==> src/common/mem_system_pkg.sv <==
package mem_system_pkg;

   // Address and data
   localparam int addr_w = 16;
   localparam int data_w = 16;
   localparam int tag_w = 8;
   localparam int index_w = 5;
   localparam int offset_w = 2;
   localparam int word_addr_w = addr_w - 1;             // Byte bit 0 dropped
   localparam int bank_addr_w = word_addr_w - offset_w;

   // Cache geometry
   localparam int num_lines = 32;
   localparam int words_per_line = 4;                   // Same as the bank count

   // Banked memory
   localparam int bank_depth = 8192;
   localparam int bank_latency = 2;
   localparam int bank_busy_cycles = 4;
   localparam int busy_cnt_w = $clog2(bank_busy_cycles + 1);

   typedef enum logic [1:0] {
      mem_op_none = 2'd0,
      mem_op_rd   = 2'd1,
      mem_op_wr   = 2'd2
   } mem_op_e;

   typedef enum logic [2:0] {
      idle       = 3'd0,
      compare    = 3'd1,
      write_back = 3'd2,
      fill_req   = 3'd3,
      fill_wait  = 3'd4,
      finish     = 3'd5
   } ctrl_state_e;

   typedef struct packed {
      mem_op_e                op;
      logic [word_addr_w-1:0] addr;
      logic [data_w-1:0]      data;
   } mem_req_t;

   typedef struct packed {
      logic               enable;
      logic               comp;
      logic               write;
      logic               valid_in;
      logic [tag_w-1:0]   tag;
      logic [index_w-1:0] index;
      logic [offset_w-1:0] offset;
      logic [data_w-1:0]  data;
   } cache_req_t;

   typedef struct packed {
      logic              hit;
      logic              dirty;
      logic              valid;
      logic [tag_w-1:0]  tag_out;
      logic [data_w-1:0] data;
   } cache_rsp_t;

   typedef struct packed {
      logic                rd_valid;
      logic [offset_w-1:0] rd_offset;
      logic [data_w-1:0]   rd_data;
   } mem_rsp_t;

endpackage

==> src/cache/cache_array.sv <==
`timescale 1ns/10ps

module cache_array (
   input  logic                       clk,
   input  logic                       rst,
   input  mem_system_pkg::cache_req_t cache_req,
   output mem_system_pkg::cache_rsp_t cache_rsp
);
   import mem_system_pkg::*;

   logic [tag_w-1:0]  tag_mem [num_lines];
   logic [data_w-1:0] data_mem [num_lines][words_per_line];
   logic [num_lines-1:0] valid_q;
   logic [num_lines-1:0] dirty_q;
   logic tag_match;
   logic hit;
   logic wr_data;
   logic wr_fill;

   assign tag_match = tag_mem[cache_req.index] == cache_req.tag;
   assign hit = cache_req.enable && cache_req.comp && valid_q[cache_req.index] && tag_match;

   // Compare mode only writes on a hit, access mode always writes
   assign wr_data = cache_req.enable && cache_req.write && (cache_req.comp ? hit : 1'b1);
   assign wr_fill = cache_req.enable && cache_req.write && !cache_req.comp && cache_req.valid_in;

   assign cache_rsp.hit     = hit;
   assign cache_rsp.dirty   = dirty_q[cache_req.index];
   assign cache_rsp.valid   = valid_q[cache_req.index];
   assign cache_rsp.tag_out = tag_mem[cache_req.index];   // Victim tag for write-back
   assign cache_rsp.data    = data_mem[cache_req.index][cache_req.offset];

   always_ff @(posedge clk) begin
      if (rst) begin
         valid_q <= '0;
         dirty_q <= '0;
      end else begin
         if (wr_fill) begin
            valid_q[cache_req.index] <= 1'b1;
            dirty_q[cache_req.index] <= 1'b0;   // Fresh line from memory
         end else if (wr_data && cache_req.comp) begin
            dirty_q[cache_req.index] <= 1'b1;
         end
      end
   end

   always_ff @(posedge clk) begin
      if (wr_fill) begin
         tag_mem[cache_req.index] <= cache_req.tag;
      end
   end

   always_ff @(posedge clk) begin
      if (wr_data) begin
         data_mem[cache_req.index][cache_req.offset] <= cache_req.data;
      end
   end

endmodule

==> config.mk <==
export PLATFORM = sky130hd
export DESIGN_NAME = cache_array
export DESIGN_NICKNAME = d
export VERILOG_FILES = /design/src/common/mem_system_pkg.sv /design/src/cache/cache_array.sv
export SDC_FILE = /design/constraint.sdc
export NUM_CORES = 2
export LEC_CHECK = 0
export BUFFER_PORTS_ARGS = -buffer_cell sky130_fd_sc_hd__buf_2
export CAP_MARGIN = 5
export CORE_ASPECT_RATIO = 2
export CORE_UTILIZATION = 60
export CTS_CLUSTER_SIZE = 20
export DETAILED_ROUTE_END_ITERATION = 12
export GPL_TIMING_DRIVEN = 0
export PLACE_DENSITY_LB_ADDON = 0.05
export SYNTH_ARGS = -nofsm -noshare
export SYNTH_HDL_FRONTEND = slang
export SYNTH_SLANG_ARGS = --single-unit
==> constraint.sdc <==
create_clock -name clk -period 6.9 [get_ports clk]
set_input_delay 1.38 -clock clk [delete_from_list [all_inputs] [get_ports clk]]
set_output_delay 1.38 -clock clk [all_outputs]
set_load 0.1 [all_outputs]
==> summary.txt <==
Status: complete, but fails checks
Failing checks: setup timing
Clk network pwr share: 0.386
CTS tree: done
Slew of the pin with the lowest slew margin: 1.37 ns
RD Place Congestion: 1.03
Clk root buf: clkbuf_16
Final worst path period share: 1.02
Mean Syn Cell Area: 21.8 sq um
Filler cells: 9204
Startpoint types: input port
Register area share after synthesis: 0.779
Peak supply drop: 0.261 mV
Die X: 277 um
Crit path kind: in -> out
Most frequent cells in the layout: edfxtp_1, mux4_2, clkbuf_16, buf_6, a22oi_1
Pwr per Cell Area: 274 nW/um^2
Post-synthesis net count: 4188
CP cell instances: buf_2, buf_4, buf_4, buf_2, buf_2, mux4_2, a22oi_1, nand4_1, o21ai_2, o21ai_1, buf_2
Switching power: 6.34 mW
Top Ports: 64
Detailed placement HPWL: 209000 um
DRC: 0
Number of global-route vias before repair: 48773
Setup Buffers After CTS: 0
Overall Global Routing Usage: 0.397
Layout cells sized above 1: 0.327
Layout area overhead: 15.6%
Min Hold Slack: 0.471 ns
Sw Share: 0.222
Core Box Area: 150000 sq um
Clock Tree Buf Depth: 4
Critical path's slowest cell: mux4_2
Worst-Skew Late Latency: 0.87 ns
Max Cap Viol: 0
Leading cell type in the layout, fill and taps excluded: edfxtp_1
Synth top area cells: edfxtp_1, mux4_2, a22oi_1
RSZ-0062 raised after global routing: false
Worst-path fanout max: 10
Worst path bufs/invs: 6
CTS Buf Count: 198
Most frequent CP cell: buf_2
Fraction of registers with async set/reset: 0
Antenna Nets Post-Route: 0
Pin count of the biggest net entering global routing: 83
Post-synth EDFFs: 2304
H-tree depth: 4
Setup Viol. Count Final: 9
Yosys top cell by area: edfxtp_1
Ys flop type: edfxtp_1
Yosys cell types: 44
Placement Setup Slack: -1.44 ns
Initial DRC Count: 7542
Hold crit path type: reg -> reg
CTS clk-pin slew, worst paths: 0.07 ns
Post-synthesis cell count: 4151
Drt total wl: 297000 um
Post-Syn Area: 90400 sq um
Initial antenna violation count: 12
Clock sink count: 2368
Height of the die: 551 um
Flops & latches, synth: 2368
Drt pass-1 iters: 7
Final Hold Fails: 0
Slowest stage delay, CP: 0.57 ns
Row count: 201
Initial Util: 0.603
Post-synth top area share: 0.765
Static Leak: 33.0 nW
Congestion Overflow GR: 0
Period minus WS final: 7.07 ns
Final #Nets: 4729
IO buf count: 61
Logic pwr share: 0.062
Max Slew Vio Count: 0
Layout Skew: 0.0292 ns
First-pass GRT wire length: 401000 um
Required @ worst endpoint: 5.52 ns
Drt via density: 7.28
Critical path data arrival time: 5.69 ns
Yosys warning count: 0
Hold_buf cts: 0
WL/cell: 43.9 um
Overall Power: 28.6 mW
Max frequency: 0.141 GHz
P_int: 22.3 mW
Critical Path End Type: primary output
Delay-heaviest family, CP: buffers and inverters
Setup ws final: -0.172 ns
Total number of vias: 49281
Full die area: 152000 sq um
Slew HR: 0.0837
Reg power frac: 0.552
tightest hold or removal path: stages (launching register included):
cell and delay, ns:
dfxtp_1 0.33, nor2_1 0.05, nor2_1 0.07
registers in the layout (all words and copies together), names as in the netlist, named ones only:
signal and count:
data_mem 2048, valid_q 32, tag_mem 256
layer usage:
metal	GRT usage	wire, um
met5	0	55
met4	0.322	29600
met3	0.0938	28600
met2	0.659	148000
met1	0.440	90900
layout make-up:
type / count / area [sq um] / share of cell area
tap: 1928 / 2410 / 0.0231
clock buffer: 246 / 5260 / 0.0503
buffer: 264 / 1560 / 0.0149
sequential: 2368 / 70500 / 0.674
timing repair buffer: 342 / 4230 / 0.0405
multi-input combinational: 1517 / 19700 / 0.189
clock inverter: 97 / 867 / 0.00829
antenna: 10 / 25.0 / 0.000239
inverter: 1 / 3.75 / 0.0000359
kinds of logic after synthesis:
kind of cell / share of synthesized area
AOI/OAI and AO/OA: 0.0339
xor gates and xnor gates: 0.000484
buffers and inverters: 0.0139
DFF: 0.779
muxes: 0.145
and+or+nand+nor: 0.0272
synthesized netlist by cell type, types with 2 or more instances:
master / instances
dfxtp_1: 64
a21oi_1: 2
nand4b_2: 4
buf_1: 36
nor3_2: 20
a22oi_1: 196
o22ai_2: 2
o22ai_1: 70
nand2_1: 45
or4b_1: 4
nor4_1: 15
o31ai_1: 32
xor2_1: 5
and2_1: 3
nand4_1: 68
o211ai_1: 17
edfxtp_1: 2304
nor2_1: 99
buf_6: 13
nor3_1: 111
nor2b_1: 4
nand3_1: 3
a21o_1: 2
buf_2: 93
mux4_2: 520
nor3b_1: 2
and3b_1: 3
clkbuf_1: 112
o21ai_0: 33
buf_4: 11
nand4bb_1: 5
or3b_2: 32
mux2i_1: 144
nor4_2: 4
a221oi_1: 32
nand4b_1: 2
a22o_1: 32
power by group through the flow:
stage / Combinational [mW] / Clock (mW) / Sequential [mW]
2_1_floorplan: 0.831 / 0 / 16.1
4_1_cts: 1.72 / 11.1 / 15.8
6_report: 1.78 / 11.0 / 15.8
3_5_place_dp: 1.68 / 0 / 16.1
5_1_grt: 1.79 / 11.5 / 15.8
3_3_place_gp: 1.60 / 0 / 16.1
worst paths after layout:
path	start	to	slack [ns]	cells past startpoint
max reg2reg	tag_mem[23][6]	data_mem[11][38]	2.14	12
min	valid_q[16]	valid_q[16]	0.47	2
min reg2reg	valid_q[16]	valid_q[16]	0.47	2
max	cache_req[18]	cache_rsp[11]	-0.17	11
timing repair:
| item | CTS | global route |
|---|---|---|
| setup endpoints to repair | 16 | 16 |
| pin swaps | 14 | 8 |
| resized for setup | 231 | 47 |
stage by stage:
stage               instance area (sq um)  instances   util  setup TNS [ns]
finish                             105000       6773  0.697          -0.857
CTS                                104000       6763  0.697         -0.0446
detailed placement                  97800       6420  0.652          -19.75
floorplan                           90400       4151      -               0
global route                       105000       6764  0.697               0
global placement                    93200       6140  0.622        -2303.90
Power figures use the tool's default switching activity.
