===== src/common/mem_system_pkg.sv =====
package mem_system_pkg;

   // Address and data
   localparam int addr_w = 16;
   localparam int data_w = 16;
   localparam int tag_w = 8;
   localparam int index_w = 5;
   localparam int offset_w = 2;
   localparam int word_addr_w = addr_w - 1;             // Byte bit 0 dropped
   localparam int bank_addr_w = word_addr_w - offset_w;

   // Cache geometry
   localparam int num_lines = 32;
   localparam int words_per_line = 4;                   // Same as the bank count

   // Banked memory
   localparam int bank_depth = 8192;
   localparam int bank_latency = 2;
   localparam int bank_busy_cycles = 4;
   localparam int busy_cnt_w = $clog2(bank_busy_cycles + 1);

   typedef enum logic [1:0] {
      mem_op_none = 2'd0,
      mem_op_rd   = 2'd1,
      mem_op_wr   = 2'd2
   } mem_op_e;

   typedef enum logic [2:0] {
      idle       = 3'd0,
      compare    = 3'd1,
      write_back = 3'd2,
      fill_req   = 3'd3,
      fill_wait  = 3'd4,
      finish     = 3'd5
   } ctrl_state_e;

   typedef struct packed {
      mem_op_e                op;
      logic [word_addr_w-1:0] addr;
      logic [data_w-1:0]      data;
   } mem_req_t;

   typedef struct packed {
      logic               enable;
      logic               comp;
      logic               write;
      logic               valid_in;
      logic [tag_w-1:0]   tag;
      logic [index_w-1:0] index;
      logic [offset_w-1:0] offset;
      logic [data_w-1:0]  data;
   } cache_req_t;

   typedef struct packed {
      logic              hit;
      logic              dirty;
      logic              valid;
      logic [tag_w-1:0]  tag_out;
      logic [data_w-1:0] data;
   } cache_rsp_t;

   typedef struct packed {
      logic                rd_valid;
      logic [offset_w-1:0] rd_offset;
      logic [data_w-1:0]   rd_data;
   } mem_rsp_t;

endpackage


===== src/cache/cache_ctrl.sv =====
`timescale 1ns/10ps

module cache_ctrl (
   input  logic                              clk,
   input  logic                              rst,
   input  logic [mem_system_pkg::addr_w-1:0] addr,
   input  logic [mem_system_pkg::data_w-1:0] data_in,
   input  logic                              rd,
   input  logic                              wr,
   output mem_system_pkg::cache_req_t        cache_req,
   input  mem_system_pkg::cache_rsp_t        cache_rsp,
   output mem_system_pkg::mem_req_t          mem_req,
   input  logic                              mem_stall,
   input  mem_system_pkg::mem_rsp_t          mem_rsp,
   output logic [mem_system_pkg::data_w-1:0] data_out,
   output logic                              done,
   output logic                              stall,
   output logic                              cache_hit,
   output logic                              req_err
);
   import mem_system_pkg::*;

   ctrl_state_e state;
   ctrl_state_e state_nxt;
   logic [addr_w-1:0]   req_addr;
   logic [data_w-1:0]   req_data;
   logic                req_wr;
   logic                missed;
   logic [offset_w-1:0] wb_cnt;
   logic [offset_w-1:0] fill_cnt;
   logic [offset_w-1:0] ret_cnt;
   logic [tag_w-1:0]    req_tag;
   logic [index_w-1:0]  req_index;
   logic [offset_w-1:0] req_offset;
   logic                accept;
   logic                filling;

   assign req_tag    = req_addr[addr_w-1 -: tag_w];
   assign req_index  = req_addr[offset_w+1 +: index_w];
   assign req_offset = req_addr[1 +: offset_w];

   assign req_err = (rd | wr) && (addr[0] || (rd && wr));
   assign accept  = (state == idle) && (rd ^ wr) && !addr[0];
   assign filling = (state == fill_req) || (state == fill_wait);

   always_comb begin
      state_nxt = state;
      cache_req = '0;
      cache_req.tag    = req_tag;
      cache_req.index  = req_index;
      cache_req.offset = req_offset;
      cache_req.data   = req_data;
      mem_req = '0;

      case (state)
         idle: begin
            if (accept) begin
               state_nxt = compare;
            end
         end
         compare: begin
            cache_req.enable = 1'b1;
            cache_req.comp   = 1'b1;
            cache_req.write  = req_wr;
            if (cache_rsp.hit) begin
               state_nxt = finish;
            end else if (cache_rsp.valid && cache_rsp.dirty) begin
               state_nxt = write_back;
            end else begin
               state_nxt = fill_req;
            end
         end
         write_back: begin
            cache_req.enable = 1'b1;     // Access read of the victim word
            cache_req.offset = wb_cnt;
            mem_req.op   = mem_op_wr;
            mem_req.addr = {cache_rsp.tag_out, req_index, wb_cnt};
            mem_req.data = cache_rsp.data;
            if (!mem_stall && wb_cnt == offset_w'(words_per_line - 1)) begin
               state_nxt = fill_req;
            end
         end
         fill_req: begin
            mem_req.op   = mem_op_rd;
            mem_req.addr = {req_tag, req_index, fill_cnt};
            if (!mem_stall && fill_cnt == offset_w'(words_per_line - 1)) begin
               state_nxt = fill_wait;
            end
         end
         fill_wait: begin
            if (mem_rsp.rd_valid && ret_cnt == offset_w'(words_per_line - 1)) begin
               state_nxt = compare;
            end
         end
         finish: begin
            cache_req.enable = 1'b1;
            state_nxt = idle;
         end
         default: begin
            state_nxt = idle;
         end
      endcase

      // Returning fill words go straight into the line
      if (filling && mem_rsp.rd_valid) begin
         cache_req.enable   = 1'b1;
         cache_req.write    = 1'b1;
         cache_req.valid_in = 1'b1;
         cache_req.offset   = mem_rsp.rd_offset;
         cache_req.data     = mem_rsp.rd_data;
      end

      // Address and data stay put, only the strobe waits for the bank
      if (mem_stall) begin
         mem_req.op = mem_op_none;
      end
   end

   always_ff @(posedge clk) begin
      if (rst) begin
         state    <= idle;
         missed   <= 1'b0;
         wb_cnt   <= '0;
         fill_cnt <= '0;
         ret_cnt  <= '0;
      end else begin
         state <= state_nxt;
         if (accept) begin
            missed   <= 1'b0;
            wb_cnt   <= '0;
            fill_cnt <= '0;
            ret_cnt  <= '0;
         end
         if (state == compare && !cache_rsp.hit) begin
            missed <= 1'b1;   // Keeps CacheHit low after the refill
         end
         if (state == write_back && !mem_stall) begin
            wb_cnt <= wb_cnt + 1'b1;
         end
         if (state == fill_req && !mem_stall) begin
            fill_cnt <= fill_cnt + 1'b1;
         end
         if (filling && mem_rsp.rd_valid) begin
            ret_cnt <= ret_cnt + 1'b1;
         end
      end
   end

   always_ff @(posedge clk) begin
      if (accept) begin
         req_addr <= addr;
         req_data <= data_in;
         req_wr   <= wr;
      end
   end

   assign done      = state == finish;
   assign stall     = state != idle;
   assign cache_hit = done && !missed;
   assign data_out  = cache_rsp.data;   // Line word as seen in finish

endmodule


===== config.mk =====
export PLATFORM = sky130hd
export DESIGN_NAME = cache_ctrl
export DESIGN_NICKNAME = d
export VERILOG_FILES = /design/src/common/mem_system_pkg.sv /design/src/cache/cache_ctrl.sv
export SDC_FILE = /design/constraint.sdc
export NUM_CORES = 1
export LEC_CHECK = 0
export BUFFER_PORTS_ARGS = -buffer_cell sky130_fd_sc_hd__buf_2
export CAP_MARGIN = 20
export CORE_UTILIZATION = 45
export CTS_BUF_LIST = sky130_fd_sc_hd__clkbuf_8
export DETAILED_ROUTE_END_ITERATION = 8
export GPL_ROUTABILITY_DRIVEN = 0
export PLACE_DENSITY_LB_ADDON = 0.1
export REMOVE_ABC_BUFFERS = 1
export SETUP_SLACK_MARGIN = 0.4
export SLEW_MARGIN = 40
export SYNTH_ARGS = -nofsm -noshare
export SYNTH_HDL_FRONTEND = slang
export SYNTH_SLANG_ARGS = --single-unit

===== constraint.sdc =====
create_clock -name clk -period 7.78 [get_ports clk]
set_clock_uncertainty 0.1 [all_clocks]
set_input_delay 2.334 -clock clk [delete_from_list [all_inputs] [get_ports clk]]
set_output_delay 2.334 -clock clk [all_outputs]
set_load 0.02 [all_outputs]

==> flow_summary.toml <==
[clocking]
clockBufferDepth = 2
cts-root-buf = "clkbuf_8"
numCtsBuffers = 5
clock_latency_ns = 0.29
cts_tree = "done"
htreeDepth = 2
clk_pin_slew_ns = 0.08
clkSinkCount = 42
postCtsSetupRepairBufs = 0
cts_hold_buf = 0
ctsResizeCount = 0

[drt]
wl_mm = 5.76
dr_total_vias = 2182
viasPerCell = 4.76
ant_nets = 0
dr.pass1.iters = 4
drc = 0
wire_per_inst_microns = 12.6
drt_iter0_markers = 94

[floorplanning]
fp.coreArea_sq_um = 5110
ios = 171
num_rows = 26
die-area_sq_um = 5570
fp.dieW_microns = 74.7
die_h_microns = 74.7
initial_core_util_pct = 46.5

[power]
fin_total_pwr_mw = 0.631
cellLeakagePower_nw = 1.62
ir_worst_vdd_mv = 0.172
pwr_density_cell_nw_per_um2 = 200

[timing]
max_freq_ghz = 0.171
fin_tns_setup_ns = 0
slew_viol_final = 0
maxSlewHeadroom_pct = 60.1
hold_violations = 0
period_share_pct = 75.3
fin_crit_ns = 5.86
worst_pin_slew_ns = 0.598
setup_viol = 0
rsz0062_at_grt = "no"
whs_ns = 0.384

[layout]
fillers = 446
area_growth_pct = 32.6
final_layout_size_suffix_gt1_share_pct = 47.9
diodes = 0
nets = 475
multi_input_area_sq_um = 923
seq_area_sq_um = 1160

[critical_path]
critical_path_class = "input port to primary output"
crit_family = "buffers and inverters"
critical_path_depth = 6
path_buf_inv = 3
cp_cell_sequence = "buf_2 -> o21ai_4 -> inv_2 -> a22oi_1 -> nand2_1 -> buf_2"
reg2reg_depth = 4
start_kind = "input port"
crit_required_ns = 5.35
cp_common_cell = "buf_2"
cp.arrival_ns = 3.42
cp_slowest_cell = "inv_2"
max_stage_delay_ns = 0.30
path_max_fanout = 22
r2r_setup_slack_ns = 5.53
crit_path_end_kind = "primary output"

[synth]
synthCells = 251
yosys.cell_count.top_type = "nand2_1"
ys_top_cells_by_count = "nand2_1, edfxtp_1, buf_4, and2_1, nor2_1"
ys.flop_type = "edfxtp_1"
ys_warn_count = 0
synth.top_cell.area_share_pct = 40.4
syn_area_sq_um = 2380
synth.area.top_cells = "edfxtp_1, buf_4, nand2_1"
synth_cell_types = 34
syn_avg_cell_area_sq_um = 9.47
yosysSeqAreaShare_pct = 48.9
synth_seq_cells = 42
synth_edf_count = 32
synth_top_area_cell = "edfxtp_1"
async_flop_share_pct = 0

[run_status]
outcome = "finished, final reports clean"

[global_routing]
grt_max_degree = 26
grt_pass1_wl_mm = 8.30
grt_util_all_layers_pct = 20.6
antenna_found_initial = 0
grt_pass1_vias = 1836
overflow = 0

[min_path]
min_delay_path_depth = 2
hold_path_class = "flip-flop to flip-flop"

[placed_design]
hpwl_mm = 4.44
portBuffers = 170

[run]
drv_cap = 0
==> worst register-to-register path, stage by stage (launching register included) <==
cell,delay [ns]
dfxtp_2,0.50
nor3_1,0.35
nand2_1,0.24
inv_1,0.35
buf_4,0.38
==> flip-flops by register name, summed over array words and instances, names as in the netlist <==
signal and flops:
state 3, wb_cnt 2, missed 1, ret_cnt 2, req_wr 1, fill_cnt 2
req_data 16, req_addr 15
==> placed cells by master, fill, tap and decap left out, drive strengths merged <==
master	Yosys	routed
a211oi	1	1
a21oi	10	10
a22oi	4	4
a311oi	1	1
and2	21	21
and3b	2	2
and4bb	1	1
buf	38	171
clkbuf	4	5
clkinv	0	2
clkinvlp	0	1
dfxtp	10	10
edfxtp	32	32
ha	5	5
inv	8	8
mux2	1	1
mux2i	11	11
nand2	58	58
nand2b	4	4
nand3	6	6
nand3b	2	2
nor2	15	15
nor2b	4	4
nor3	2	2
nor3b	4	4
o21ai	3	3
o21bai	1	1
o221ai	1	1
or3	1	1
or3b	1	1
==> worst paths after layout <==
check                                from                      end
setup reg to reg    state[0]$_SDFFE_PP0P_    req_addr[7]$_DFFE_PP_
setup / recovery              mem_rsp[18]            cache_req[17]
hold / removal    ret_cnt[1]$_SDFFE_PP0P_  ret_cnt[1]$_SDFFE_PP0P_
hold reg to reg   ret_cnt[1]$_SDFFE_PP0P_  ret_cnt[1]$_SDFFE_PP0P_
==> power breakdown <==
part           internal [mW]  switching, mW  leakage (nW)
Combinational         0.0778          0.124          1.19
Sequential             0.265         0.0239         0.377
Clock                 0.0630         0.0772        0.0441
==> layer usage <==
layer  global-route usage, %  vias up  routed length, microns
li1                        -     1080                       -
met3                    4.02        7                     428
met5                       0        -                       0
met4                    7.76        0                      88
met1                    21.6      976                    2050
met2                    40.2      119                    3180
==> metrics by stage <==
stage | worst slack [ns] | instance area, sq um | utilization [%] | instances
4_1_cts | 1.74 | 3140 | 61.6 | 458
2_1_floorplan | 2.12 | 2100 | - | 209
3_5_place_dp | 1.74 | 3050 | 59.8 | 450
6_report | 1.92 | 3150 | 61.7 | 458
5_1_grt | 1.78 | 3150 | 61.7 | 458
3_3_place_gp | 1.78 | 3050 | 59.7 | 450
==> cell type report <==
class,count,share of cell area [%]
Inverter,8,0.953
Clock inverter,3,0.675
Sequential cell,42,36.9
Multi-Input combinational cell,159,29.3
Clock buffer,5,2.18
Tap cell,70,2.78
Timing Repair Buffer,171,27.2
==> logic make-up after synthesis <==
kind of cell | synth area share, %
AOI/OAI and AO/OA | 5.69
adders and majority gates | 2.63
buffers and inverters | 13.1
DFF | 48.9
muxes | 5.11
and+or+nand+nor | 24.6
Power figures use the tool's default switching activity.
